<file path="src/mcontr_pkg.sv">
/* shared definitions for the ddr3 sequencer core
   - bus, address, command word, channel, pause and delay types
   - sequencer state enum
   - command word field positions
   - programming addresses, sub-addresses and defaults */
package mcontr_pkg;

    typedef logic [7:0]  ad_byte_t;              // programming bus byte
    typedef logic [15:0] reg_addr_t;             // full command address
    typedef logic [31:0] cmd_word_t;             // sequencer command word
    typedef logic [9:0]  mem_addr_t;             // command memory word address
    typedef logic [10:0] run_addr_t;             // {bank, word address}
    typedef logic [3:0]  chn_t;                  // buffer channel
    typedef logic [9:0]  pause_t;                // nop pause length
    typedef logic [3:0]  dly_t;                  // write buffer delay

    typedef enum logic {
        SEQ_IDLE,
        SEQ_RUN
    } seq_state_t;

    localparam int MEM_DEPTH   = 1024;           // words per command memory
    localparam int PAUSE_W     = 10;
    localparam int WBUF_STAGES = 16;             // longest buffer write delay

    // command word layout
    localparam int CW_RCW_LSB       = 0;         // {ras, cas, we}
    localparam int CW_PAUSE_LSB     = 3;
    localparam int CW_DONE_BIT      = 13;
    localparam int CW_ADD_PAUSE_BIT = 14;
    localparam int CW_BUF_WR_BIT    = 15;
    localparam int CW_BUF_RD_BIT    = 16;
    localparam int CW_BUF_RST_BIT   = 17;        // next buffer page
    localparam logic [2:0] RCW_NOP  = 3'b111;

    localparam reg_addr_t PHY_0BIT_ADDR  = 16'h1020;
    localparam reg_addr_t PHY_0BIT_MASK  = 16'hfff0;
    localparam reg_addr_t PHY_16BIT_ADDR = 16'h1050;
    localparam reg_addr_t PHY_16BIT_MASK = 16'hfff8;

    localparam logic [3:0] SUB_CMDA_EN    = 4'h4; // lsb is the new flag value
    localparam logic [3:0] SUB_SDRST_ACT  = 4'h6;
    localparam logic [3:0] SUB_CKE_EN     = 4'h8;
    localparam logic [2:0] SUB_WBUF_DELAY = 3'h2;

    localparam dly_t DFLT_WBUF_DELAY = 4'h8;

endpackage

</file>
<file path="src/phy_ctrl_regs.sv">
/* control registers of the sequencer
   - cmda_en, sdram reset and cke flags from 0-bit commands
   - write buffer delay from a 16-bit command */
`timescale 1ns/1ps

module phy_ctrl_regs (
    input  logic             mclk,
    input  logic             rst,
    input  logic             we0_i,
    input  logic [3:0]       sub0_i,
    input  logic             we16_i,
    input  logic [2:0]       sub16_i,
    input  logic [15:0]      data16_i,
    output logic             cmda_en_o,
    output logic             ddr_rst_o,
    output logic             cke_o,
    output mcontr_pkg::dly_t wbuf_delay_o
);
    import mcontr_pkg::*;

    // sub-address bits 3..1 pick the flag, bit 0 is its value
    always_ff @(posedge mclk or posedge rst) begin
        if (rst) begin
            cmda_en_o <= 1'b0;
            ddr_rst_o <= 1'b1;                   // memory held in reset
            cke_o     <= 1'b0;
        end else if (we0_i) begin
            if (sub0_i[3:1] == SUB_CMDA_EN[3:1])
                cmda_en_o <= sub0_i[0];
            if (sub0_i[3:1] == SUB_SDRST_ACT[3:1])
                ddr_rst_o <= sub0_i[0];
            if (sub0_i[3:1] == SUB_CKE_EN[3:1])
                cke_o <= sub0_i[0];
        end
    end

    always_ff @(posedge mclk or posedge rst) begin
        if (rst)
            wbuf_delay_o <= DFLT_WBUF_DELAY;
        else if (we16_i && sub16_i == SUB_WBUF_DELAY)
            wbuf_delay_o <= data16_i[3:0];       // other sub-addresses ignored
    end

endmodule

</file>
<file path="config.mk">
export PLATFORM = sky130hd
export DESIGN_NAME = phy_ctrl_regs
export DESIGN_NICKNAME = d
export VERILOG_FILES = /design/src/mcontr_pkg.sv /design/src/phy_ctrl_regs.sv
export SDC_FILE = /design/constraint.sdc
export NUM_CORES = 1
export LEC_CHECK = 0
export ABC_AREA = 1
export BUFFER_PORTS_ARGS = -buffer_cell sky130_fd_sc_hd__buf_2
export CORE_AREA = 2 2 39 41
export DETAILED_ROUTE_END_ITERATION = 6
export DIE_AREA = 0 0 41 43
export GPL_ROUTABILITY_DRIVEN = 1
export PLACE_DENSITY = 0.66
export SLEW_MARGIN = 40
export SYNTH_ARGS = -nofsm -noshare
export SYNTH_HDL_FRONTEND = slang
export SYNTH_SLANG_ARGS = --single-unit
</file>
<file path="constraint.sdc">
create_clock -name mclk -period 0.8 [get_ports mclk]
set_input_delay 0.04 -clock mclk [delete_from_list [all_inputs] [get_ports mclk]]
set_output_delay 0.04 -clock mclk [all_outputs]
set_load 0.01 [all_outputs]
</file>
# --- Word level (Yosys, flattened, before mapping) ---
# Cells that the tools add are included.
op_classes:
  n_eq_ne: 4
  n_reduce_logical: 4
op_table:
  columns: ["operator", "count"]
  rows:
  - ["$eq A3 B2 Y1 const B", 3]
  - ["$reduce_and A2 Y1", 3]
  - ["$eq A3 B3 Y1 const B", 1]
  - ["$logic_and A1 B1 Y1", 1]
totals:
  register_bits: 7
  out_inout_bits: 7
  input_bits: 27
  elab_cells: 12

# --- Logic depth before layout (Yosys ltp) ---
logic_depth:
  ltp_word: 2
  depth_mapped: 5
  ltp_nobuf: 5

# --- Worst setup path before layout ---
# OpenSTA, ideal clock, no wires.
synth_timing:
  kind: "reg2reg"
  from: "register wbuf_delay_o[3] (netlist name)"
  to: "register wbuf_delay_o[3]"
  path_stages_with_launch: 3
  path_buffers: 0
  required_ns: 0.740
  slack_ns: 0.112
  arrival_time_ns: 0.628
  period_less_slack_ns: 0.688
  setup_ns: 0.060
  path_cell_list: "dfstp_2 > nand2_1 > nand2_1"
synth_rtl:
  columns: ["item", "line", "text"]
  rows:
  - ["to (signal assigned)", "phy_ctrl_regs.sv:41", "wbuf_delay_o <= data16_i[3:0];"]
  - ["to (decl)", "phy_ctrl_regs.sv:17", "output mcontr_pkg::dly_t wbuf_delay_o"]

# --- Worst setup path in the final report ---
layout_timing:
  from: "register wbuf_delay_o[3]"
  to: "output port wbuf_delay_o[3]"
# No word-level cell between the ends.

==> impl_metrics.tcl <==
set metrics [dict create \
    root_buffer "clkbuf_4" \
    multi_input_area_um2 145.1 \
    violations "negative setup slack" \
    drt_iter0_drc 1 \
    synth_seq_cells 7 \
    fill_cells 149 \
    path_class "reg -> out" \
    worst_ir_drop_vdd_mv 0.9040 \
    setup_slack_ps -125.2 \
    hold_path_class "in -> reg" \
    post-place-ws_ps 115.8 \
    crit_path_max_incr_delay_ps 540 \
    core_region_area_mm2 0.001384 \
    layout_common_cells "nand2_1, buf_2, nand3_1" \
    postCtsSetupRepairBufs 0 \
    grt_usage 0.09340 \
    startpoint_type "flip-flop" \
    layout-drive-gt1-share 0.4286 \
    r2r_cells 2 \
    min_period_ps 925.2 \
    p_per_area_mw_per_mm2 2016 \
    slowest_stage "dfstp_2" \
    post_drt_wl_per_cell_um 7.814 \
    yosysUniqueCellTypes 9 \
    path_depth 1 \
    synth_area_um2 345.3 \
    cap_violations 0 \
    layout.nets 98 \
    p_leak_nw 0.3065 \
    yosysWarnings 0 \
    finalSetupViolations 4 \
    crit_arrival_ps 890 \
    syn_area_per_cell_um2 7.848 \
    path_clk_slew_ps 50 \
    tightestPinTransition_ps 254.3 \
    cts.path.max_buffers 2 \
    grt_max_degree 8 \
    cts_made_buffers 3 \
    period_share 1.156 \
    cp.required_ps 760 \
    reg2reg_slack_ps 90 \
    cp_cell_sequence "buf_6" \
    cp_top_family "flip-flops" \
    via_count 343 \
    critPathLaunch "wbuf_delay_o[3]$_DFFE_PP1P_" \
    tns_ps -242.7 \
    die_h_um 43 \
    max_freq_ghz 1.081 \
    drv_slew 0 \
    viasPerCell 3.988 \
    die_w_um 41 \
    endpoint "wbuf_delay_o[3]" \
    slew-limit-headroom 0.8303 \
    dr.pass1.iters 2 \
    rr_endpoint "wbuf_delay_o[3]$_DFFE_PP1P_" \
    rsz0062_at_grt "yes" \
    reg2reg_from "wbuf_delay_o[3]$_DFFE_PP1P_" \
    layout_commonest_cell "nand2_1" \
    start_util 0.2495 \
    antenna_found_initial 0 \
    clock_latency_ps 240 \
    numClockSinks 7 \
    drc_errors 0 \
    syn_nets 71 \
    die_area_mm2 0.001763 \
    syn2layout_area_growth_pct 52.17 \
    cts_tree "built" \
    first_global_vias 319 \
    ant_nets 0 \
    grt_pass1_wl_um 1104 \
    stdcell_area_um2 525.5 \
    placed_cell_area_um2 470.5 \
    seqCellArea_um2 177.7 \
    cts_max_level 1 \
    end_kind "output pin" \
    placedCellCount 81 \
    final-hold-violation-count 0 \
    hold-worst-slack_ps 13.89 \
    fin_cells 86 \
    ioPinCount 34 \
    run_status "finished, violations left" \
    gr-total-overflow 0 \
    rows 14 \
    clock_skew_ps 0 \
    worstPathBufferInverterCount 1 \
    port_buffers 21 \
    wirelength_um 672 \
    synth_seq_area_share 0.5145 \
    gp_congestion 0.6214 \
    n_antenna_cell 0 \
    crit_path_max_fanout 2 \
    dp_hpwl_um 553 \
    synthCells 44 \
]
[cells by family (layout without fill, tap and decap cells)]
logic type | count (synthesis) | after routing | share of synthesized area
buf+inv | 6 | 32 | 0.06521
flops | 7 | 7 | 0.5145
simple gates | 31 | 31 | 0.4203
[cell type report]
type                       count  share of cell area
multi-input combinational     31              0.2762
tap                           16             0.03810
sequential                     7              0.3381
timing repair buffer          22              0.2548
clock buffer                   4             0.05000
inverter                       6             0.04286
[metal layers]
metal | wire length, µm | vias to the layer above | GRT usage
met2 | 279 | 19 | 0.1438
li1 | - | 185 | -
met4 | 0 | 0 | 0.04000
met3 | 79 | 0 | 0.04712
met1 | 313 | 139 | 0.1033
met5 | 0 | - | 0
[cells in the mapped netlist (all sizes together)]
cell type  instances  area [µm²]
inv                6       22.52
nand2             20       77.58
nand3              7       35.03
nor2               4       32.53
dfrtp              5       125.1
dfstp              2       52.55
[per-stage QoR]
step / total power, W / util
after global routing: 0.001147 / 0.3797
after detailed placement: 0.0007154 / 0.3400
after floorplan: 0.0005916 / -
final: 0.001059 / 0.3797
after global placement: 0.0007109 / 0.3400
after CTS: 0.001068 / 0.3752
[worst min path at each step]
stage	from	to	slack [ps]	cells past startpoint
after floorplan	rst	cke_o$_DFFE_PP0P_	-160	1
after CTS	data16_i[3]	wbuf_delay_o[3]$_DFFE_PP1P_	10	3
after global routing	data16_i[3]	wbuf_delay_o[3]$_DFFE_PP1P_	20	3
final	data16_i[3]	wbuf_delay_o[3]$_DFFE_PP1P_	10	3
after detailed placement	rst	cke_o$_DFFE_PP0P_	-20	2
after global placement	rst	wbuf_delay_o[0]$_DFFE_PP0P_	-30	2
[report_power, final]
part	switching, W	total, W	internal [W]
Sequential	0.0000412	0.000477	0.000435
Clock	0.000121	0.000311	0.000190
Combinational	0.000132	0.000272	0.000141
Total	0.000294	0.00106	0.000766
[flip-flops by register name (all words and copies together) (netlist names)]
name and cells:
ddr_rst_o 1, wbuf_delay_o 4, cmda_en_o 1, cke_o 1
[what timing repair did]
item | CTS | global route
endpoints found under the setup margin | 5 | 7
hold buffers | 1 | 0
resized for setup | 2 | 1
endpoints found under the hold margin | 7 | 0
cloned | 0 | 0
Note: power is estimated with default switching activity, not from simulation.
