### config.mk
export PLATFORM = sky130hd
export DESIGN_NAME = wbuf_delay_line
export DESIGN_NICKNAME = d
export VERILOG_FILES = /design/src/mcontr_pkg.sv /design/src/wbuf_delay_line.sv
export SDC_FILE = /design/constraint.sdc
export NUM_CORES = 1
export LEC_CHECK = 0
export ABC_CLOCK_PERIOD_IN_PS = 3700
export BUFFER_PORTS_ARGS = -buffer_cell sky130_fd_sc_hd__buf_2
export CORE_MARGIN = 1
export CORE_UTILIZATION = 48
export DETAILED_ROUTE_END_ITERATION = 10
export PLACE_DENSITY = 0.65
export SETUP_SLACK_MARGIN = 0.1
export SLEW_MARGIN = 20
export SYNTH_ARGS = -nofsm -noshare
export SYNTH_HDL_FRONTEND = slang
export SYNTH_SLANG_ARGS = --single-unit
### constraint.sdc
create_clock -name mclk -period 3.7 [get_ports mclk]
set_input_delay 0.74 -clock mclk [delete_from_list [all_inputs] [get_ports mclk]]
set_output_delay 0.74 -clock mclk [all_outputs]
set_load 0.01 [all_outputs]
### src/mcontr_pkg.sv
/* shared definitions for the ddr3 sequencer core
   - bus, address, command word, channel, pause and delay types
   - sequencer state enum
   - command word field positions
   - programming addresses, sub-addresses and defaults */
package mcontr_pkg;

    typedef logic [7:0]  ad_byte_t;              // programming bus byte
    typedef logic [15:0] reg_addr_t;             // full command address
    typedef logic [31:0] cmd_word_t;             // sequencer command word
    typedef logic [9:0]  mem_addr_t;             // command memory word address
    typedef logic [10:0] run_addr_t;             // {bank, word address}
    typedef logic [3:0]  chn_t;                  // buffer channel
    typedef logic [9:0]  pause_t;                // nop pause length
    typedef logic [3:0]  dly_t;                  // write buffer delay

    typedef enum logic {
        SEQ_IDLE,
        SEQ_RUN
    } seq_state_t;

    localparam int MEM_DEPTH   = 1024;           // words per command memory
    localparam int PAUSE_W     = 10;
    localparam int WBUF_STAGES = 16;             // longest buffer write delay

    // command word layout
    localparam int CW_RCW_LSB       = 0;         // {ras, cas, we}
    localparam int CW_PAUSE_LSB     = 3;
    localparam int CW_DONE_BIT      = 13;
    localparam int CW_ADD_PAUSE_BIT = 14;
    localparam int CW_BUF_WR_BIT    = 15;
    localparam int CW_BUF_RD_BIT    = 16;
    localparam int CW_BUF_RST_BIT   = 17;        // next buffer page
    localparam logic [2:0] RCW_NOP  = 3'b111;

    localparam reg_addr_t PHY_0BIT_ADDR  = 16'h1020;
    localparam reg_addr_t PHY_0BIT_MASK  = 16'hfff0;
    localparam reg_addr_t PHY_16BIT_ADDR = 16'h1050;
    localparam reg_addr_t PHY_16BIT_MASK = 16'hfff8;

    localparam logic [3:0] SUB_CMDA_EN    = 4'h4; // lsb is the new flag value
    localparam logic [3:0] SUB_SDRST_ACT  = 4'h6;
    localparam logic [3:0] SUB_CKE_EN     = 4'h8;
    localparam logic [2:0] SUB_WBUF_DELAY = 3'h2;

    localparam dly_t DFLT_WBUF_DELAY = 4'h8;

endpackage

### src/wbuf_delay_line.sv
/* write buffer strobe delay
   - 16 stage shift of strobe and channel
   - tap chosen by the delay, 0 means 16 */
`timescale 1ns/1ps

module wbuf_delay_line (
    input  logic             mclk,
    input  logic             rst,
    input  mcontr_pkg::dly_t dly_i,
    input  logic             wr_i,
    input  mcontr_pkg::chn_t chn_i,
    output logic             wr_o,
    output mcontr_pkg::chn_t chn_o
);
    import mcontr_pkg::*;

    logic [WBUF_STAGES-1:0] wr_sr;
    chn_t                   chn_sr [WBUF_STAGES];
    dly_t                   tap;

    assign tap   = dly_i - 1'b1;                 // stage 0 is one cycle late
    assign wr_o  = wr_sr[tap];
    assign chn_o = chn_sr[tap];

    always_ff @(posedge mclk or posedge rst) begin
        if (rst)
            wr_sr <= '0;
        else
            wr_sr <= {wr_sr[WBUF_STAGES-2:0], wr_i};
    end

    always_ff @(posedge mclk) begin
        chn_sr[0] <= chn_i;
        for (int i = 1; i < WBUF_STAGES; i++)
            chn_sr[i] <= chn_sr[i-1];
    end

endmodule

Word level (Yosys, flattened, before mapping)
Memories as Yosys holds them, arrays and structs flattened.
Cells that the tools add are included.
{"block": "op_classes", "n_addsub": 1, "order_cmp": 1, "n_mux": 2}
{"operator": "$lt 4x5->1 const B", "n": 1}
{"operator": "$bmux 1 s4", "n": 1}
{"operator": "$sub 4x1->4 const B", "n": 1}
{"operator": "$mux 1", "n": 1}
{"block": "word_totals", "register_bits": 16, "mem_bits_rw": 64, "input_bits": 11, "elab_cells": 6, "memories": 1}
{"name": "chn_sr", "depth": 16, "word_bits": 4, "read_ports": 16, "rd_ports_with_merged_regs": 0, "wr": 16, "line_no": "wbuf_delay_line.sv:18", "source": "chn_t chn_sr [WBUF_STAGES];"}

Depth between registers and ports, before layout
Gate-level depths: netlist of the first run.
{"block": "depth", "depth_word": 3, "mapped_depth": 10, "mapped_depth_nobuf": 6}

Worst setup path after synthesis of the first run
Ideal clock, no wire load.
{"block": "synth_timing", "path_type": "input-to-output", "from": "input port dly_i[0]", "to": "output port chn_o[0]", "arrival_time_ps": 2597, "t_required_ps": 2960, "path_slack_ps": 363, "stages": 9, "n_path_buf": 3, "cell_sequence": "buf_2 buf_2 inv_1 ha_1 clkbuf_1 mux4_2 nand2_1 nand2_1 a32o_1"}
{"block": "synth_between", "elab_chain_len": 2}
{"element": "start, declared", "line_no": "wbuf_delay_line.sv:9", "source": "input mcontr_pkg::dly_t dly_i,"}
{"element": "$sub 4x1->4", "line_no": "wbuf_delay_line.sv:21", "source": "assign tap = dly_i - 1'b1;"}
{"element": "$mem_v2 16x4"}
{"element": "end, declared", "line_no": "wbuf_delay_line.sv:13", "source": "output mcontr_pkg::chn_t chn_o"}
Every way passes these cells.

Worst setup path in the final report of the first run
{"block": "layout_timing", "from": "input port dly_i[0]", "to": "output port chn_o[3]"}
The elaborated chain is that of the path after synthesis.

==> results.ini, run 1 <==
[min_path]
worstHoldStart=chn_sr[2][1]
hold_end=chn_sr[3][1]
hold_class=reg2reg
whs_path_depth=0

[die]
num_rows=25
pin_count=16
die_w_um=72.9
fp.dieH_um=72.9
start_util=0.504
core_area_mm2=0.00479
die_area_mm2=0.00532

[timing]
drv_slew=0
setup_viol=0
fin_tns_setup_ns=0
hold_viol_final=0
max_slew_margin=0.466
worst_pin_slew_ns=0.795
fin_skew_ns=0.00317
post-route-period-util=0.877
min_period_ns=3.25
rsz0062_at_grt=false
max_freq_ghz=0.308

[routing]
drt_wl_total_mm=3.71
wl_per_cell_um=13.9
firstDrtPassIters=4
drc_errors=0
routed_via_density=4.96
vias=1330
drt_iter0_drc=86
postRouteAntennaNets=0

[critical_path]
cp_max_fo=14
required_ns=2.96
r2r_cells=0
worstSetupStartpointType=primary input
path_cells=buf_2 > inv_1 > ha_1 > nor2b_1 > nand3_1 > a32o_1 > buf_2
crit_family=adder cells
cp_common_cell=buf_2
critical_path_buf_inv_count=3
crit_type=in2out
path_depth=7
slowest_delay_ns=0.65
worstReg2RegEnd=wr_sr[13]
arrival_ns=2.51
r2r_setup_slack_ns=3.17
cp_slowest_cell=ha_1
end_kind=output pin
r2r-start=wr_sr[12]

[place]
numPortBuffers=15
post-place-cells=252
gp_congestion=0.773
post-dp-hpwl_mm=2.47

[synth]
async_flop_share=0.200
avgSynthCellArea_um2=14.0
synth-edff-count=0
synth_area_leader_cell=dfxtp_1
seq_area_frac_synth=0.697
synth_common_cells=64 x dfxtp_1, 35 x nand2_1, 16 x dfrtp_1
yosysTopAreaCellShare=0.531
yosysMostFrequentCell=dfxtp_1
synth_area_leaders=dfxtp_1 53%, dfrtp_1 17%, mux4_2 9.3%
dominantRegCellSynth=dfxtp_1
ys_types=19
synth_fp_nets=185
ys_seq_elements=80
syn_inst=173
yosys_warnings=0
netlist_area_mm2=0.00241

[clock_network]
post_cts_buffers=0
numCtsBuffers=9
postCtsHoldBufs=0
cts.clk_slew.worst_paths_ns=0.07
cts_tree=done
post_cts_resized=0
clkSinkCount=80
cts_max_level=3
cts-root-buf=clkbuf_8
clock_latency_ns=0.34
clock_path_buffers=2

[grt]
antenna_found_initial=0
gr-total-overflow=0
grt_pass1_vias=1370
grt_max_degree=21
grt_pass1_wl_mm=6.62
track_usage=0.178

[pwr]
p_int_mw=1.33
clkPwrFrac=0.369
swShare=0.221
p_leak_nw=1.19
vdd_drop_max_uv=426
p_per_area_mw_per_mm2=618
pwr-share-seq=0.544
comb_power_share=0.087
switchingPower_uw=378

[outcome]
run_status=completed

[layout]
drive_above_1_share=0.214
nNetsFinal=208
post-route-util=0.578
diodes=0
area_growth_pct=14.6
finalNonFillerCells=268

[flow_run]
max_cap_violations=0

state kept, by name, indices dropped and copies added, names as in the netlist:
register and count:
wr_sr 16, chn_sr 64
layer usage:
layer | routed length (um) | vias to the layer above | part of all wire | track usage
met5 | 0 | - | 0 | 0
met3 | 176 | 6 | 0.047 | 0.0801
li1 | - | 642 | - | -
met4 | 53 | 0 | 0.014 | 0.0719
met1 | 1730 | 658 | 0.47 | 0.220
met2 | 1750 | 24 | 0.47 | 0.273
metrics by stage:
step	setup WS [ns]	total power [mW]	instance area, um2	hold slack [ns]
finish	0.455	1.71	2770	0.348
detailed placement	0.358	1.10	2560	0.334
CTS	0.351	1.72	2760	0.345
global route	0.274	1.79	2770	0.343
floorplan	0.363	1.05	2410	0.326
global placement	0.435	1.09	2560	0.329
final cells by class:
type / count / area, um2
inverter: 3 / 11.3
multi-input combinational: 84 / 691
sequential: 80 / 1680
fill: 397 / 2020
clock buffer: 14 / 163
timing repair buffer: 18 / 97.6
clock inverter: 2 / 37.5
tap: 67 / 83.8
cells by family after synthesis:
family / after synthesis / synth area share
compound gates: 10 / 0.0389
xor+xnor: 3 / 0.0187
fa+ha+maj: 1 / 0.00518
buf+inv: 9 / 0.0202
flops: 80 / 0.697
mux: 20 / 0.135
simple gates: 50 / 0.0855
power groups by stage:
stage | sequential, mW | combinational [mW] | clock, mW
after floorplan | 0.942 | 0.112 | 0
after global routing | 0.936 | 0.166 | 0.684
after global placement | 0.946 | 0.146 | 0
final | 0.930 | 0.148 | 0.630
after detailed placement | 0.949 | 0.149 | 0
after CTS | 0.930 | 0.149 | 0.644
cell usage in the layout (no fill, tap or decap), types with 2 or more instances in the layout:
cell type / n
dfxtp_1: 64
nand2_1: 35
dfrtp_1: 16
buf_2: 15
clkbuf_8: 11
nand3_1: 10
mux2i_1: 10
mux4_2: 10
a221oi_1: 5
a32o_1: 5
inv_1: 3
clkbuf_1: 3
buf_4: 3
nor2_1: 2
how the worst max path moves through the flow:
stage,startpoint,end
finish,dly_i[0],chn_o[3]
global route,dly_i[0],chn_o[3]
CTS,dly_i[0],chn_o[3]
detailed placement,dly_i[0],chn_o[3]
global placement,dly_i[0],chn_o[1]
floorplan,dly_i[0],chn_o[0]
No activity file was read; power rests on OpenSTA's default activity.
==> run 2: changes to the inputs <==
--- a/config.mk
+++ b/config.mk
@@ -8,9 +8,10 @@
 export ABC_CLOCK_PERIOD_IN_PS = 3700
 export BUFFER_PORTS_ARGS = -buffer_cell sky130_fd_sc_hd__buf_2
 export CORE_MARGIN = 1
-export CORE_UTILIZATION = 48
+export CORE_UTILIZATION = 28
+export CTS_BUF_LIST = sky130_fd_sc_hd__clkbuf_4
 export DETAILED_ROUTE_END_ITERATION = 10
-export PLACE_DENSITY = 0.65
+export PLACE_DENSITY = 0.42
 export SETUP_SLACK_MARGIN = 0.1
 export SLEW_MARGIN = 20
 export SYNTH_ARGS = -nofsm -noshare
==> results.ini, run 2 (synthesized netlist as in run 1, its figures left out) <==
[outcome]
run_status=completed

[clock_network]
postCtsHoldBufs=0
clkSinkCount=80
cts-root-buf=clkbuf_4
cts.clk_slew.worst_paths_ns=0.12
clock_latency_ns=0.39
post_cts_buffers=0
clock_path_buffers=2
numCtsBuffers=9
post_cts_resized=0
cts_max_level=3
cts_tree=done

[grt]
track_usage=0.111
gr-total-overflow=0
antenna_found_initial=0
grt_max_degree=20
grt_pass1_wl_mm=7.06
grt_pass1_vias=1370

[critical_path]
required_ns=2.96
cp_max_fo=11
crit_family=buffers and inverters
worstSetupStartpointType=primary input
path_cells=buf_2 > inv_1 > ha_1 > buf_4 > nor2_1 > a221oi_1 > a32o_1 > buf_2
critical_path_buf_inv_count=4
arrival_ns=2.60
slowest_delay_ns=0.42
cp_slowest_cell=nor2_1
crit_type=in2out
end_kind=output pin
cp_common_cell=buf_2

[timing]
fin_skew_ns=0.00744
final.setup.worst_slack_ns=0.364
rsz0062_at_grt=false
post-route-period-util=0.902
drv_slew=0
setup_viol=0
worst_pin_slew_ns=0.932
holdWs_ns=0.348
max_slew_margin=0.374
min_period_ns=3.34
fin_tns_setup_ns=0
hold_viol_final=0
max_freq_ghz=0.300

[layout]
post-route-util=0.329
nNetsFinal=209
largest_reg_flops=64
layout_common_cells=64 x dfxtp_1, 35 x nand2_1, 16 x dfrtp_1, 15 x buf_2
regMostFlops=chn_sr
drive_above_1_share=0.203
layout_commonest_cell=dfxtp_1
biggestRegsByFlops=chn_sr x64, wr_sr x16
diodes=0
area_growth_pct=13.0
final_area_mm2=0.00273

[pwr]
comb_power_share=0.104
clkPwrFrac=0.268
vdd_drop_max_uv=119
pwr-share-seq=0.628
p_per_area_mw_per_mm2=544
p_leak_nw=1.15
switchingPower_uw=363
p_int_mw=1.12
swShare=0.245

[routing]
drt_iter0_drc=39
drc_errors=0
routed_via_density=4.29
wl_per_cell_um=13.7
vias=1317
firstDrtPassIters=4
postRouteAntennaNets=0
drt_wl_total_mm=4.21

[place]
dpl_cell_area_mm2=0.00263
post-dp-hpwl_mm=2.87
dp_slack_ns=0.283
gp_congestion=0.714
numPortBuffers=15

[min_path]
hold_class=reg2reg

[die]
num_rows=33
die_area_mm2=0.00900
start_util=0.291
fp.dieH_um=94.8
pin_count=16
core_area_mm2=0.00830
die_w_um=94.8

[flow_run]
max_cap_violations=0

[run 2: final timing paths]
kind                                   start            to  slack (ns)  cells past startpoint
worst max-delay path                dly_i[0]      chn_o[1]        0.36                      8
worst min-delay path            chn_sr[3][1]  chn_sr[4][1]        0.35                      0
worst max register to register     wr_sr[12]     wr_sr[13]        3.18                      0
worst min register to register  chn_sr[3][1]  chn_sr[4][1]        0.35                      0
max in group asynchronous                rst      wr_sr[5]        2.94                      2
min in group asynchronous                rst      wr_sr[1]        0.38                      2
[run 2: area by class of cell]
class | instances | area (um2)
sequential | 80 | 1680
multi-input combinational | 84 | 683
timing repair buffer | 19 | 118
tap | 105 | 131
clock buffer | 10 | 75.1
fill | 808 | 5570
clock inverter | 6 | 26.3
inverter | 3 | 11.3
[run 2: stage by stage]
| step | total power, mW | cells |
|---|---|---|
| 3_3_place_gp | 1.10 | 291 |
| 3_5_place_dp | 1.11 | 291 |
| 4_1_cts | 1.51 | 307 |
| 6_report | 1.48 | 307 |
| 2_1_floorplan | 1.05 | 173 |
| 5_1_grt | 1.57 | 307 |
[run 2: metal layers]
metal,vias to the layer above,global-route usage,part of all wire
met2,21,0.162,0.46
met5,-,0,0
met4,0,0.0644,0.011
met1,634,0.143,0.50
li1,655,-,-
met3,7,0.0338,0.028
[run 2: power by group through the flow]
stage / sequential [mW] / clock, mW / combinational [mW]
final: 0.930 / 0.397 / 0.155
after global routing: 0.937 / 0.461 / 0.173
after CTS: 0.932 / 0.422 / 0.158
after detailed placement: 0.950 / 0 / 0.157
after global placement: 0.947 / 0 / 0.155
after floorplan: 0.942 / 0 / 0.112
