===== config.mk =====
export PLATFORM = sky130hd
export DESIGN_NAME = cmd_deser
export DESIGN_NICKNAME = d
export VERILOG_FILES = /design/src/mcontr_pkg.sv /design/src/cmd_deser.sv
export SDC_FILE = /design/constraint.sdc
export NUM_CORES = 1
export LEC_CHECK = 0
export BUFFER_PORTS_ARGS = -buffer_cell sky130_fd_sc_hd__buf_2
export CAP_MARGIN = 20
export CELL_PAD_IN_SITES_DETAIL_PLACEMENT = 1
export CELL_PAD_IN_SITES_GLOBAL_PLACEMENT = 1
export CORE_MARGIN = 4
export CORE_UTILIZATION = 36
export CTS_BUF_LIST = sky130_fd_sc_hd__clkbuf_4
export CTS_CLUSTER_SIZE = 12
export DETAILED_ROUTE_END_ITERATION = 12
export GPL_TIMING_DRIVEN = 0
export PLACE_DENSITY_LB_ADDON = 0.3
export SYNTH_ARGS = -nofsm -noshare
export SYNTH_HDL_FRONTEND = slang
export SYNTH_SLANG_ARGS = --single-unit
export TNS_END_PERCENT = 1

===== constraint.sdc =====
create_clock -name mclk -period 4.2 [get_ports mclk]
set_input_delay 0 -clock mclk [delete_from_list [all_inputs] [get_ports mclk]]
set_output_delay 0 -clock mclk [all_outputs]
set_load 0.01 [all_outputs]

===== src/mcontr_pkg.sv =====
/* shared definitions for the ddr3 sequencer core
   - bus, address, command word, channel, pause and delay types
   - sequencer state enum
   - command word field positions
   - programming addresses, sub-addresses and defaults */
package mcontr_pkg;

    typedef logic [7:0]  ad_byte_t;              // programming bus byte
    typedef logic [15:0] reg_addr_t;             // full command address
    typedef logic [31:0] cmd_word_t;             // sequencer command word
    typedef logic [9:0]  mem_addr_t;             // command memory word address
    typedef logic [10:0] run_addr_t;             // {bank, word address}
    typedef logic [3:0]  chn_t;                  // buffer channel
    typedef logic [9:0]  pause_t;                // nop pause length
    typedef logic [3:0]  dly_t;                  // write buffer delay

    typedef enum logic {
        SEQ_IDLE,
        SEQ_RUN
    } seq_state_t;

    localparam int MEM_DEPTH   = 1024;           // words per command memory
    localparam int PAUSE_W     = 10;
    localparam int WBUF_STAGES = 16;             // longest buffer write delay

    // command word layout
    localparam int CW_RCW_LSB       = 0;         // {ras, cas, we}
    localparam int CW_PAUSE_LSB     = 3;
    localparam int CW_DONE_BIT      = 13;
    localparam int CW_ADD_PAUSE_BIT = 14;
    localparam int CW_BUF_WR_BIT    = 15;
    localparam int CW_BUF_RD_BIT    = 16;
    localparam int CW_BUF_RST_BIT   = 17;        // next buffer page
    localparam logic [2:0] RCW_NOP  = 3'b111;

    localparam reg_addr_t PHY_0BIT_ADDR  = 16'h1020;
    localparam reg_addr_t PHY_0BIT_MASK  = 16'hfff0;
    localparam reg_addr_t PHY_16BIT_ADDR = 16'h1050;
    localparam reg_addr_t PHY_16BIT_MASK = 16'hfff8;

    localparam logic [3:0] SUB_CMDA_EN    = 4'h4; // lsb is the new flag value
    localparam logic [3:0] SUB_SDRST_ACT  = 4'h6;
    localparam logic [3:0] SUB_CKE_EN     = 4'h8;
    localparam logic [2:0] SUB_WBUF_DELAY = 3'h2;

    localparam dly_t DFLT_WBUF_DELAY = 4'h8;

endpackage


===== src/cmd_deser.sv =====
/* byte-serial command deserializer
   - byte counter started by the strobe
   - address/data shift register
   - masked address match and write pulse */
`timescale 1ns/1ps

module cmd_deser #(
    parameter mcontr_pkg::reg_addr_t BASE_ADDR = 16'h0000,
    parameter mcontr_pkg::reg_addr_t ADDR_MASK = 16'hffff,
    parameter int NUM_BYTES  = 2,                // address bytes plus data bytes
    parameter int SUB_WIDTH  = 4,
    parameter int DATA_WIDTH = 0
) (
    input  logic                                    mclk,
    input  logic                                    rst,
    input  mcontr_pkg::ad_byte_t                    ad_i,
    input  logic                                    stb_i,
    output logic [SUB_WIDTH-1:0]                    sub_addr_o,
    output logic [(DATA_WIDTH > 0 ? DATA_WIDTH : 1)-1:0] data_o,
    output logic                                    we_o
);
    import mcontr_pkg::*;

    localparam int SR_W = NUM_BYTES * 8;
    localparam int DW   = (DATA_WIDTH > 0) ? DATA_WIDTH : 1;

    logic [SR_W-1:0] sr;                         // last byte lands on top
    logic [SR_W-1:0] sr_next;
    logic [2:0]      cnt;                        // bytes taken, 0 when idle
    logic            last;

    assign sr_next    = {ad_i, sr[SR_W-1:8]};
    assign last       = (cnt == 3'(NUM_BYTES - 1)) && !stb_i;
    assign sub_addr_o = sr[SUB_WIDTH-1:0];
    assign data_o     = sr[SR_W-1 -: DW];        // data bytes sit above the address

    always_ff @(posedge mclk or posedge rst) begin
        if (rst) begin
            cnt  <= '0;
            we_o <= 1'b0;
        end else begin
            we_o <= last && ((sr_next[15:0] & ADDR_MASK) == (BASE_ADDR & ADDR_MASK));
            if (stb_i)
                cnt <= 3'd1;                     // address low byte
            else if (last)
                cnt <= '0;
            else if (cnt != '0)
                cnt <= cnt + 3'd1;
        end
    end

    always_ff @(posedge mclk) begin
        if (stb_i || cnt != '0)
            sr <= sr_next;                       // hold contents while idle
    end

    // a new command must not cut into one being received
    a_no_restart: assert property (@(posedge mclk) disable iff (rst)
        stb_i |-> cnt == '0);

endmodule


* Word level (Yosys, flattened, before mapping)
Cells that the tools add are included.
** Word-level totals
- Word-level logic and storage cells :: 15
- Flip-flop bits (word level) :: 20
- Bits of input ports :: 11
** Operators by class
- Muxes and demuxes :: 3
- Reductions and logical operators :: 7
- Equal/unequal tests :: 1
- Add/subtract/negate cells :: 1
** Operators by type and width (count)
- logical NOT 16 bit :: 1
- 2-to-1 mux 3 bit :: 3
- nonzero test 3 bit :: 2
- adder 3 x 1 -> 3 bit (second input constant) :: 1
- equality test 3 x 1 -> 1 bit (second input constant) :: 1
- logical AND 1 bit :: 2
- logical NOT 1 bit :: 1
- logical OR 1 bit :: 1

* Longest topological paths before layout
Gate-level depths: netlist of run 1.
- Depth after elaboration :: 4
- Gate-level depth with buffers :: 5
- Depth with buffers taken out :: 5

* Worst setup path after synthesis of run 1
Ideal clock, no wire load.
- Path kind :: reg-to-reg
- Start point :: register cnt[0]
- End point :: register sr[0] (enable)
- Setup slack :: 2696 ps
- Setup time :: 295 ps
- Clock period less this slack :: 1504 ps
- Stages on the path, launching flop included :: 4
- Required time :: 3905 ps
- Data arrival time :: 1208 ps
- Path buffers :: 0
- Path through :: dfrtp_1 inv_1 ha_1 or3b_2
** On the way
- Word-level cells in the longest chain between the ends :: 2
** RTL lines
- start, declared :: RTL line cmd_deser.sv:29 : logic [2:0] cnt;
- start signal, assigned :: RTL line cmd_deser.sv:48 : cnt <= cnt + 3'd1;
- nonzero test 3 bit :: RTL line cmd_deser.sv:53 : if (stb_i || cnt != '0)
- logical OR 1 bit :: RTL line cmd_deser.sv:53
- end signal, assigned :: RTL line cmd_deser.sv:54 : sr <= sr_next;
- end, declared :: RTL line cmd_deser.sv:27 : logic [SR_W-1:0] sr;
No other way between the ends.
A chain may end at the register's enable or synchronous reset.

* Worst setup path after layout of run 1
- Start point :: register cnt[1]
- End point :: register we_o
** On the way
- Word-level cells in the longest chain between the ends :: 3
** RTL lines
- equality test 3 x 1 -> 1 bit :: RTL line cmd_deser.sv:33 : assign last = (cnt == 3'(NUM_BYTES - 1)) && !stb_i;
- logical AND 1 bit :: RTL line cmd_deser.sv:33
- logical AND 1 bit :: RTL line cmd_deser.sv:42 : we_o <= last && ((sr_next[15:0] & ADDR_MASK) == (BASE_ADDR & ADDR_MASK));
- end signal, assigned :: RTL line cmd_deser.sv:42
- end, declared :: RTL line cmd_deser.sv:20 : output logic we_o
No other way between the ends.

==> out/results.ini, run 1 <==
[finish]
n_antenna_cell=0
syn2layout_area_growth_pct=37.3
nets=90
instances_no_fill=100
n_fill_cell=188
final_layout_size_suffix_gt1_frac=0.360

[die]
io_pins=17
start_util=0.381
die-area_um2=2600
core_um2=1750
die_h_um=51.0
die_w_um=51.0
rows=15

[synth]
ys_warn_count=0
yosysTopAreaCell=edfxtp_1
ys_top_cells_by_count=edfxtp_1 (12), buf_4 (4), dfrtp_1 (4)
yosysMostFrequentCell=edfxtp_1
ys_seq_area_frac=0.693
syn_area_per_cell_um2=15.1
synth_edf_count=12
synth_area_um2=664
ys.flop_type=edfxtp_1
synthArstFlopShare=0.250
synth_top_cell_area_share=0.542
yosys.cell_types.count=17
synth.area.top_cells=edfxtp_1 (54%), dfrtp_1 (15%), ha_1 (5.6%), buf_4 (4.5%), nor4_2 (3.8%)
ys_ff_latch=16
syn-num-nets=58
syn-instance-count=44

[place]
post-place-ws_ns=2.59
dpl.cell_count=85
gp_congestion=0.748
portBuffers=16
dp_hpwl_um=848

[sta]
skew_ns=0.00540
tightest_slew_ns=0.308
slew_headroom=0.795
finalHoldViolations=0
rsz0062_at_grt=no
timing.fmax_ghz=0.543
slew_violations=0
fin_tns_setup_ns=0
post-route-period-util=0.439
fin_crit_ns=1.84
setup_viol_count_final=0
setup_ws_ns=2.36

[cts]
numCtsBuffers=3
clock_sinks=16
cts_root_buf=clkbuf_4
clkTransAtPathRegs_ns=0.08
clockBufferDepth=2
cts_tree=built
worstSkewPairLatency_ns=0.28
cts_max_level=1

[worst_setup_path]
end_kind=flop
regToRegSetupSlack_ns=2.36
cp_slowest_cell=dlygate4sd3_1
critPathKind=flop to flop
cp_num_buf_inv=2
crit_start=cnt[1]
path_cells=inv_1, ha_1, nor4b_2, nand4_1, nor4_2, dlygate4sd3_1
rr_startpoint=cnt[1]
critical-path-top-delay-family=buffers and inverters
arrival_ns=2.06
start_kind=flop
critPathMaxFanout=4
slowest_delay_ns=0.58
required_ns=4.42

[global_route]
grt_max_degree=13
antenna_found_initial=0
grt_first_pass_wirelength_um=1940
grt-ovfl-total=0
grt_pass1_vias=483
grtUsageTotal=0.108

[outcome]
status=completed

[route]
remaining_drc_errors=0
ant_nets=0
vias=466
drt_iter0_drc=2
routed_wl_um=1260
firstDrtPassIters=5
vias_per_cell=4.66
drt-wirelength-per-cell_um=12.6

[pwr]
p_per_area_nw_per_um2=395
ir_drop_uv=181
internal_power_mw=0.267
switching_share=0.257
p_comb_frac=0.200
switching_power_mw=0.0927
seq_power_share=0.576
leakage_nw=0.382
pwr-share-clk=0.224

[hold_path]
hp-class=input port to async pin

[run]
max_cap_violations=0

-- cells by family (layout without fill, tap and decap cells) --
logic type               after synthesis  in the layout  share of synthesized area
flip-flops                            16             16                      0.693
AO/OA/AOI/OAI                          4              4                     0.0301
multiplexers                           1              1                     0.0151
buffers and inverters                  7             38                     0.0621
AND/OR/NAND/NOR                       13             13                      0.143
adder cells (fa/ha/maj)                3              3                     0.0565
-- routing by layer --
| layer | track usage | routed length (um) | vias to the layer above |
|---|---|---|---|
| met2 | 0.206 | 676 | 19 |
| met4 | 0.0538 | 26 | 0 |
| met5 | 0 | 0 | - |
| li1 | - | - | 223 |
| met1 | 0.0977 | 454 | 222 |
| met3 | 0.0379 | 101 | 2 |
-- final timing paths --
| path | end | cells after the start |
|---|---|---|
| worst max-delay path | we_o | 6 |
| min in group mclk | sr[14] | 2 |
| max in group asynchronous | cnt[2] | 3 |
| worst max register to register | we_o | 6 |
| worst min-delay path | we_o | 3 |
| worst min register to register | sr[3] | 0 |
-- worst reg2reg max path: cells and delay by family (launching register included) --
| kind | cells | cell delay [ns] |
|---|---|---|
| and+or+nand+nor | 3 | 0.49 |
| DFF | 1 | 0.41 |
| adders and majority gates | 1 | 0.21 |
| buffers and inverters | 2 | 0.67 |
-- placed cells by master (no fill, tap or decap) --
| master | instances |
|---|---|
| mux2i_1 | 1 |
| buf_2 | 16 |
| dlygate4sd3_1 | 11 |
| nor2_1 | 3 |
| nor4b_2 | 1 |
| clkinv_1 | 1 |
| nand2_1 | 1 |
| nor3_1 | 1 |
| edfxtp_1 | 12 |
| o21ai_0 | 2 |
| nor4_1 | 2 |
| clkbuf_4 | 3 |
| inv_1 | 3 |
| a21oi_1 | 2 |
| nor4_2 | 2 |
| or3b_2 | 1 |
| buf_4 | 4 |
| dfrtp_1 | 4 |
| ha_1 | 3 |
| nand4_1 | 1 |
| nor3b_1 | 1 |
-- state kept, by name (all words and copies together) (netlist names) --
signal  count
cnt         3
we_o        1
sr         12
-- power groups by stage --
stage	clock (mW)	sequential (mW)	combinational, mW
2_1_floorplan	0	0.208	0.0434
3_3_place_gp	0	0.210	0.0629
3_5_place_dp	0	0.212	0.0641
4_1_cts	0.0828	0.208	0.0731
5_1_grt	0.0910	0.211	0.0794
6_report	0.0807	0.207	0.0720
-- timing repair --
item,in CTS,in global routing
buffers inserted,0,0
hold buffers,11,0
endpoints found under the hold margin,15,0
gates resized for setup,0,0
-- stage by stage --
stage,hold slack (ns),instance area [um2],power [mW],util
2_1_floorplan,-0.234,664,0.252,-
3_3_place_gp,-0.119,776,0.273,0.444
3_5_place_dp,-0.119,776,0.276,0.444
4_1_cts,0.117,912,0.364,0.523
5_1_grt,0.153,912,0.381,0.523
6_report,0.137,912,0.360,0.523
-- area by class of cell --
cell class                 instances  area [um2]  share of cell area
clock inverter                     1        3.75             0.00412
multi-input combinational         21         163               0.178
buffer                             4        30.0              0.0329
inverter                           3        11.3              0.0123
sequential                        16         460               0.505
clock buffer                       3        22.5              0.0247
timing repair buffer              27         190               0.209
tap                               25        31.3              0.0343
No activity file was read; power rests on OpenSTA's default activity.
==> run 2: changes to the inputs <==
--- a/config.mk
+++ b/config.mk
@@ -5,6 +5,7 @@
 export SDC_FILE = /design/constraint.sdc
 export NUM_CORES = 1
 export LEC_CHECK = 0
+export ABC_AREA = 1
 export BUFFER_PORTS_ARGS = -buffer_cell sky130_fd_sc_hd__buf_2
 export CAP_MARGIN = 20
 export CELL_PAD_IN_SITES_DETAIL_PLACEMENT = 1
==> constraint.sdc (replaced) <==
create_clock -name mclk -period 1.87 [get_ports mclk]
set_input_delay 0 -clock mclk [delete_from_list [all_inputs] [get_ports mclk]]
set_output_delay 0 -clock mclk [all_outputs]
set_load 0.01 [all_outputs]
==> run 2 against run 1 <==
Net effect: sequential cell count did not move; die area grew 2.7%; first-iteration DRC count increased to 3.5 times the previous value; clock-buffer cell count stayed put; register-to-register slack got worse by 2.2 ns; synthesized cell count grew 34%; design area increased by 0.14%; critical endpoint is now cnt[0]; largest cell class unchanged; largest power group unchanged.
==> out/results.ini, run 2 <==
[finish]
final_layout_size_suffix_gt1_frac=0.295  ; was 0.360
n_fill_cell=206  ; was 188
final_cell_mix=buf_2 (16), edfxtp_1 (12), nor2_1 (11)  ; was buf_2 (16), edfxtp_1 (12), dlygate4sd3_1 (11)
reg.largest.list=sr x12, cnt x3, we_o x1  ; unchanged
largest_register_ffs=12  ; unchanged
final_common_cell=buf_2  ; unchanged
nets=103  ; was 90
fin_area_um2=913  ; was 912 um2
syn2layout_area_growth_pct=33.2  ; was 37.3%
n_antenna_cell=0  ; unchanged
largest_register=sr  ; unchanged

[synth]
ys.flop_type=edfxtp_1  ; unchanged
ys_top_cells_by_count=edfxtp_1 (12), nor2_1 (11), nand2_1 (7)  ; was edfxtp_1 (12), buf_4 (4), dfrtp_1 (4)
ys_ff_latch=16  ; unchanged
syn_area_per_cell_um2=11.6  ; was 15.1 um2
yosysMostFrequentCell=edfxtp_1  ; unchanged
syn-num-nets=73  ; was 58
ys_warn_count=0  ; unchanged
synth.area.top_cells=edfxtp_1 (53%), dfrtp_1 (15%), nor2_1 (6.0%), ha_1 (5.5%), buf_4 (4.4%)  ; was edfxtp_1 (54%), dfrtp_1 (15%), ha_1 (5.6%), buf_4 (4.5%), nor4_2 (3.8%)
yosysTopAreaCell=edfxtp_1  ; unchanged
yosys.cell_types.count=13  ; was 17
synth_area_um2=686  ; was 664 um2
synth_edf_count=12  ; unchanged
synthArstFlopShare=0.250  ; unchanged
synth_top_cell_area_share=0.526  ; was 0.542
ys_seq_area_frac=0.672  ; was 0.693
syn-instance-count=59  ; was 44

[worst_setup_path]
slowest_delay_ns=0.48  ; was 0.58 ns
regToRegSetupSlack_ns=0.20  ; was 2.36 ns
worstReg2RegEnd=cnt[0]  ; was we_o
rr_startpoint=cnt[0]  ; was cnt[1]
cp_slowest_cell=nand3_1  ; was dlygate4sd3_1
end_kind=flop  ; unchanged
cp_num_buf_inv=1  ; was 2
critPathKind=flop to flop  ; unchanged
required_ns=2.04  ; was 4.42 ns
start_kind=flop  ; unchanged
critical-path-top-delay-family=simple AND/OR/NAND/NOR gates  ; was buffers and inverters
reg2reg_depth=5  ; was 6
crit_top_cell=nand3_1
path_cells=inv_1, ha_1, nand3_1, nand3_1, o21ai_1  ; was inv_1, ha_1, nor4b_2, nand4_1, nor4_2, dlygate4sd3_1
critPathMaxFanout=13  ; was 4
arrival_ns=1.84  ; was 2.06 ns

[route]
remaining_drc_errors=0  ; unchanged
routed_wl_um=1400  ; was 1260 um
firstDrtPassIters=2  ; was 5
ant_nets=0  ; unchanged
drt-wirelength-per-cell_um=12.4  ; was 12.6 um
vias_per_cell=4.43  ; was 4.66
drt_iter0_drc=7  ; was 2
vias=501  ; was 466

[cts]
post-cts-setup-buffers=0  ; unchanged
numCtsBuffers=3  ; unchanged
cts_root_buf=clkbuf_4  ; unchanged
hold_buffers=9  ; was 11
cts_resized=0  ; unchanged
cts_tree=built  ; unchanged
cts_max_level=1  ; unchanged
worstSkewPairLatency_ns=0.29  ; was 0.28 ns
clkTransAtPathRegs_ns=0.09  ; was 0.08 ns
clock_sinks=16  ; unchanged
clockBufferDepth=2  ; unchanged

[place]
dp_hpwl_um=961  ; was 848 um
dpl_cell_area_um2=797  ; was 776 um2
gp_congestion=0.739  ; was 0.748
portBuffers=16  ; unchanged

[die]
rows=15  ; unchanged
io_pins=17  ; unchanged
start_util=0.389  ; was 0.381
die_w_um=51.6  ; was 51.0 um
die-area_um2=2670  ; was 2600 um2
die_h_um=51.6  ; was 51.0 um
core_um2=1760  ; was 1750 um2

[sta]
fin_crit_ns=1.67  ; was 1.84 ns
fin_tns_setup_ns=0  ; unchanged
skew_ns=0.00454  ; was 0.00540 ns
timing.fmax_ghz=0.600  ; was 0.543 GHz
tightest_slew_ns=0.635  ; was 0.308 ns
rsz0062_at_grt=no  ; unchanged
setup_viol_count_final=0  ; unchanged
slew_violations=0  ; unchanged
finalHoldViolations=0  ; unchanged
slew_headroom=0.576  ; was 0.795
post-route-period-util=0.891  ; was 0.439

[hold_path]
min_from=stb_i
min_to=cnt[2]
hp-class=input port to flop  ; was input port to async pin
hold_depth=4

[global_route]
grt_first_pass_wirelength_um=2420  ; was 1940 um
grt_pass1_vias=552  ; was 483
grt_max_degree=14  ; was 13
grtUsageTotal=0.131  ; was 0.108
antenna_found_initial=0  ; unchanged
grt-ovfl-total=0  ; unchanged

[pwr]
finalPower_mw=1.10  ; was 0.360 mW
leakage_nw=0.413  ; was 0.382 nW
p_per_area_nw_per_um2=1210  ; was 395 nW/um2
ir_drop_uv=596  ; was 181 uV

[outcome]
status=completed  ; unchanged

[run]
max_cap_violations=0  ; unchanged

## run 2: cell count changes after synthesis, moves of 2 or more
cell / previous run / this run
a21oi_1: 2 / 0
o21ai_1: 0 / 2
nor4_2: 2 / 0
inv_2: 0 / 2
nand2_1: 1 / 7
nor2_1: 3 / 11
nand3_1: 0 / 4
nor4_1: 2 / 0
inv_1: 3 / 6
## run 2: worst max-delay path by stage
stage / end / from / slack (ns) / cells after the start
floorplan: sr[0] / cnt[0] / 0.50 / 3
global placement: sr[11] / cnt[0] / 0.29 / 3
detailed placement: sr[11] / cnt[0] / 0.23 / 3
CTS: cnt[0] / cnt[0] / 0.18 / 5
global route: cnt[0] / cnt[0] / 0.03 / 5
finish: cnt[0] / cnt[0] / 0.20 / 5
## run 2: layout make-up
type,count,area [um2],share of cell area
well taps,25,31.3,0.0342
flip-flops and latches,16,460,0.504
inverters,8,30.0,0.0329
clock buffers,3,22.5,0.0247
clock inverters,1,3.75,0.00411
multi-input cells,31,165,0.181
repair buffers,25,170,0.186
plain buffers,4,30.0,0.0329
## run 2: worst min-delay path, stage by stage
cell and delay [ns]:
buf_2 0.09, inv_2 0.06, nand2_1 0.08, nor2_1 0.04
## run 2: per-layer routing
metal / up-vias / part of all wire / GRT usage
met3: 4 / 0.050 / 0.0372
met4: 0 / 0.016 / 0.0655
met5: - / 0 / 0
li1: 249 / - / -
met1: 235 / 0.41 / 0.147
met2: 13 / 0.52 / 0.225
## run 2: power breakdown
| part | internal, mW | switching (mW) | total, mW |
|---|---|---|---|
| Clock | 0.0775 | 0.108 | 0.185 |
| Combinational | 0.152 | 0.205 | 0.357 |
| Sequential | 0.512 | 0.0485 | 0.560 |
| Total | 0.742 | 0.361 | 1.10 |
## run 2: logic make-up (layout without fill, tap and decap cells)
logic type,after synthesis,count (layout),synth area share
AND/OR/NAND/NOR,25,25,0.164
flip-flops,16,16,0.672
buffers and inverters,12,41,0.0876
adder cells (fa/ha/maj),3,3,0.0548
AO/OA/AOI/OAI,3,3,0.0219
## run 2: metrics by stage
step                setup WS, ns  std cells  hold WS (ns)   util
finish                     0.203        113        0.0140  0.518
detailed placement         0.232        100        -0.109  0.452
floorplan                  0.501         59        -0.234      -
global route              0.0339        113       0.00178  0.518
CTS                        0.183        113       0.00427  0.518
global placement           0.294        100        -0.118  0.452
==> run 3: changes to the inputs <==
--- a/config.mk
+++ b/config.mk
@@ -8,10 +8,11 @@
 export ABC_AREA = 1
 export BUFFER_PORTS_ARGS = -buffer_cell sky130_fd_sc_hd__buf_2
 export CAP_MARGIN = 20
-export CELL_PAD_IN_SITES_DETAIL_PLACEMENT = 1
-export CELL_PAD_IN_SITES_GLOBAL_PLACEMENT = 1
+export CELL_PAD_IN_SITES_DETAIL_PLACEMENT = 0
+export CELL_PAD_IN_SITES_GLOBAL_PLACEMENT = 2
+export CORE_ASPECT_RATIO = 1.4
 export CORE_MARGIN = 4
-export CORE_UTILIZATION = 36
+export CORE_UTILIZATION = 34
 export CTS_BUF_LIST = sky130_fd_sc_hd__clkbuf_4
 export CTS_CLUSTER_SIZE = 12
 export DETAILED_ROUTE_END_ITERATION = 12
==> run 3 against run 2 <==
Net effect: design area rose by 0.55%; global-route usage fell by 2.4 points; register-to-register slack improved by 0.08 ns; wire length fell by 12%; first-iteration DRC count did not move; via count fell by 1.6%; clock power fell by 3%; non-clock buffer count rose by 1; die area rose by 5.4%; total power fell by 2.2%; sequential cell count did not move.
==> out/results.ini, run 3 (synthesis gave the netlist of run 2 again) <==
[finish]
instances_no_fill=110  ; was 113
largest_register=sr  ; unchanged
final_layout_size_suffix_gt1_frac=0.292  ; was 0.295
final_cell_mix=buf_2 (16), edfxtp_1 (12), nor2_1 (11)  ; unchanged
n_fill_cell=191  ; was 206
n_antenna_cell=0  ; unchanged
finish.utilization=0.471  ; was 0.518
syn2layout_area_growth_pct=33.9  ; was 33.2%
nets=104  ; was 103
fin_area_um2=918  ; was 913 um2
largest_register_ffs=12  ; unchanged
final_common_cell=buf_2  ; unchanged
reg.largest.list=sr x12, cnt x3, we_o x1  ; unchanged

[worst_setup_path]
start_kind=flop  ; unchanged
arrival_ns=1.45  ; was 1.84 ns
critPathMaxFanout=13  ; unchanged
cp_slowest_cell=nand3_1  ; unchanged
path_cells=inv_1, ha_1, nand3_1  ; was inv_1, ha_1, nand3_1, nand3_1, o21ai_1
end_kind=flop  ; unchanged
slowest_delay_ns=0.44  ; was 0.48 ns
required_ns=1.74  ; was 2.04 ns
critPathKind=flop to flop  ; unchanged

[global_route]
grt-ovfl-total=0  ; unchanged
grtUsageTotal=0.107  ; was 0.131
grt_max_degree=14  ; unchanged
grt_pass1_vias=502  ; was 552
grt_first_pass_wirelength_um=2010  ; was 2420 um
antenna_found_initial=0  ; unchanged

[place]
dpl.cell_count=96  ; was 100
dpl_cell_area_um2=792  ; was 797 um2
gp_congestion=0.706  ; was 0.739
dp_hpwl_um=911  ; was 961 um
portBuffers=16  ; unchanged

[sta]
slew_violations=0  ; unchanged
fin_crit_ns=1.58  ; was 1.67 ns
finalHoldViolations=0  ; unchanged
setup_viol_count_final=0  ; unchanged
rsz0062_at_grt=no  ; unchanged
fin_tns_setup_ns=0  ; unchanged
timing.fmax_ghz=0.632  ; was 0.600 GHz
slew_headroom=0.610  ; was 0.576
skew_ns=0.00883  ; was 0.00454 ns
tightest_slew_ns=0.584  ; was 0.635 ns
post-route-period-util=0.846  ; was 0.891

[route]
vias_per_cell=4.48  ; was 4.43
drt-wirelength-per-cell_um=11.2  ; was 12.4 um
firstDrtPassIters=4  ; was 2
remaining_drc_errors=0  ; unchanged
drt_iter0_drc=7  ; unchanged
routed_wl_um=1240  ; was 1400 um
vias=493  ; was 501
ant_nets=0  ; unchanged

[pwr]
leakage_nw=0.417  ; was 0.413 nW
p_per_area_nw_per_um2=1170  ; was 1210 nW/um2
finalPower_mw=1.08  ; was 1.10 mW
ir_drop_uv=601  ; was 596 uV

[cts]
clockBufferDepth=2  ; unchanged
cts_resized=0  ; unchanged
cts_max_level=1  ; unchanged
cts_root_buf=clkbuf_4  ; unchanged
cts_tree=built  ; unchanged
clock_sinks=16  ; unchanged
clkTransAtPathRegs_ns=0.09  ; about the same
worstSkewPairLatency_ns=0.28  ; was 0.29 ns
numCtsBuffers=3  ; unchanged

[die]
die_h_um=61.1  ; was 51.6 um
io_pins=17  ; unchanged
die_w_um=46.0  ; was 51.6 um
rows=19  ; was 15
start_util=0.352  ; was 0.389
die-area_um2=2810  ; was 2670 um2
core_um2=1950  ; was 1760 um2

[hold_path]
hp-class=input port to async pin  ; was input port to flop

[outcome]
status=completed  ; unchanged

[run]
max_cap_violations=0  ; unchanged

## run 3: changes by cell type in the layout (fill, tap and decap cells not counted)
cell and change:
dlygate4sd3_1 +1
## run 3: per-stage QoR
| step | setup WS (ns) | hold slack [ns] |
|---|---|---|
| floorplan | 0.501 | -0.234 |
| global placement | 0.265 | -0.106 |
| detailed placement | 0.265 | -0.0973 |
| CTS | 0.242 | 0.131 |
| global route | 0.0999 | 0.128 |
| finish | 0.288 | 0.132 |
## run 3: final cells by class
type	count	area (um2)	area share
sequential	16	460	0.501
multi-input combinational	31	165	0.180
clock buffer	3	22.5	0.0245
inverter	8	30.0	0.0327
clock inverter	1	3.75	0.00409
tap	21	26.3	0.0286
buffer	4	30.0	0.0327
timing repair buffer	26	180	0.196
## run 3: repair_timing
| item | in CTS | in global routing |
|---|---|---|
| hold buffers | 10 | 0 |
| setup buffers | 0 | 0 |
| endpoints found under the hold margin | 13 | 0 |
## run 3: report_power, final
group	switching [mW]	internal, mW
clock network	0.102	0.0773
registers	0.0455	0.512
logic	0.189	0.153
## run 3: worst max-delay path: cells and delay by family, from the launching register on
| family | cells | cell delay, ns |
|---|---|---|
| adders and majority gates | 1 | 0.20 |
| buffers and inverters | 1 | 0.10 |
| DFF | 1 | 0.43 |
| and+or+nand+nor | 1 | 0.44 |
## run 3: layer usage
layer	wire, um	share of wire	vias to the layer above	GRT usage
met2	695	0.56	10	0.199
met4	27	0.022	0	0.0976
met3	51	0.041	2	0.0175
met5	0	0	-	0
li1	-	-	254	-
met1	460	0.37	227	0.0926
## run 3: worst paths after layout
kind | slack, ns | start | depth (start not counted) | endpoint
max | 0.29 | cnt[0] | 3 | sr[0]
min | 0.13 | rst | 3 | cnt[2]
max reg2reg | 0.29 | cnt[0] | 3 | sr[0]
min reg2reg | 0.46 | sr[11] | 0 | sr[3]
max in group asynchronous | 1.58 | rst | 3 | cnt[0]
min in group mclk | 0.44 | ad_i[5] | 2 | sr[13]
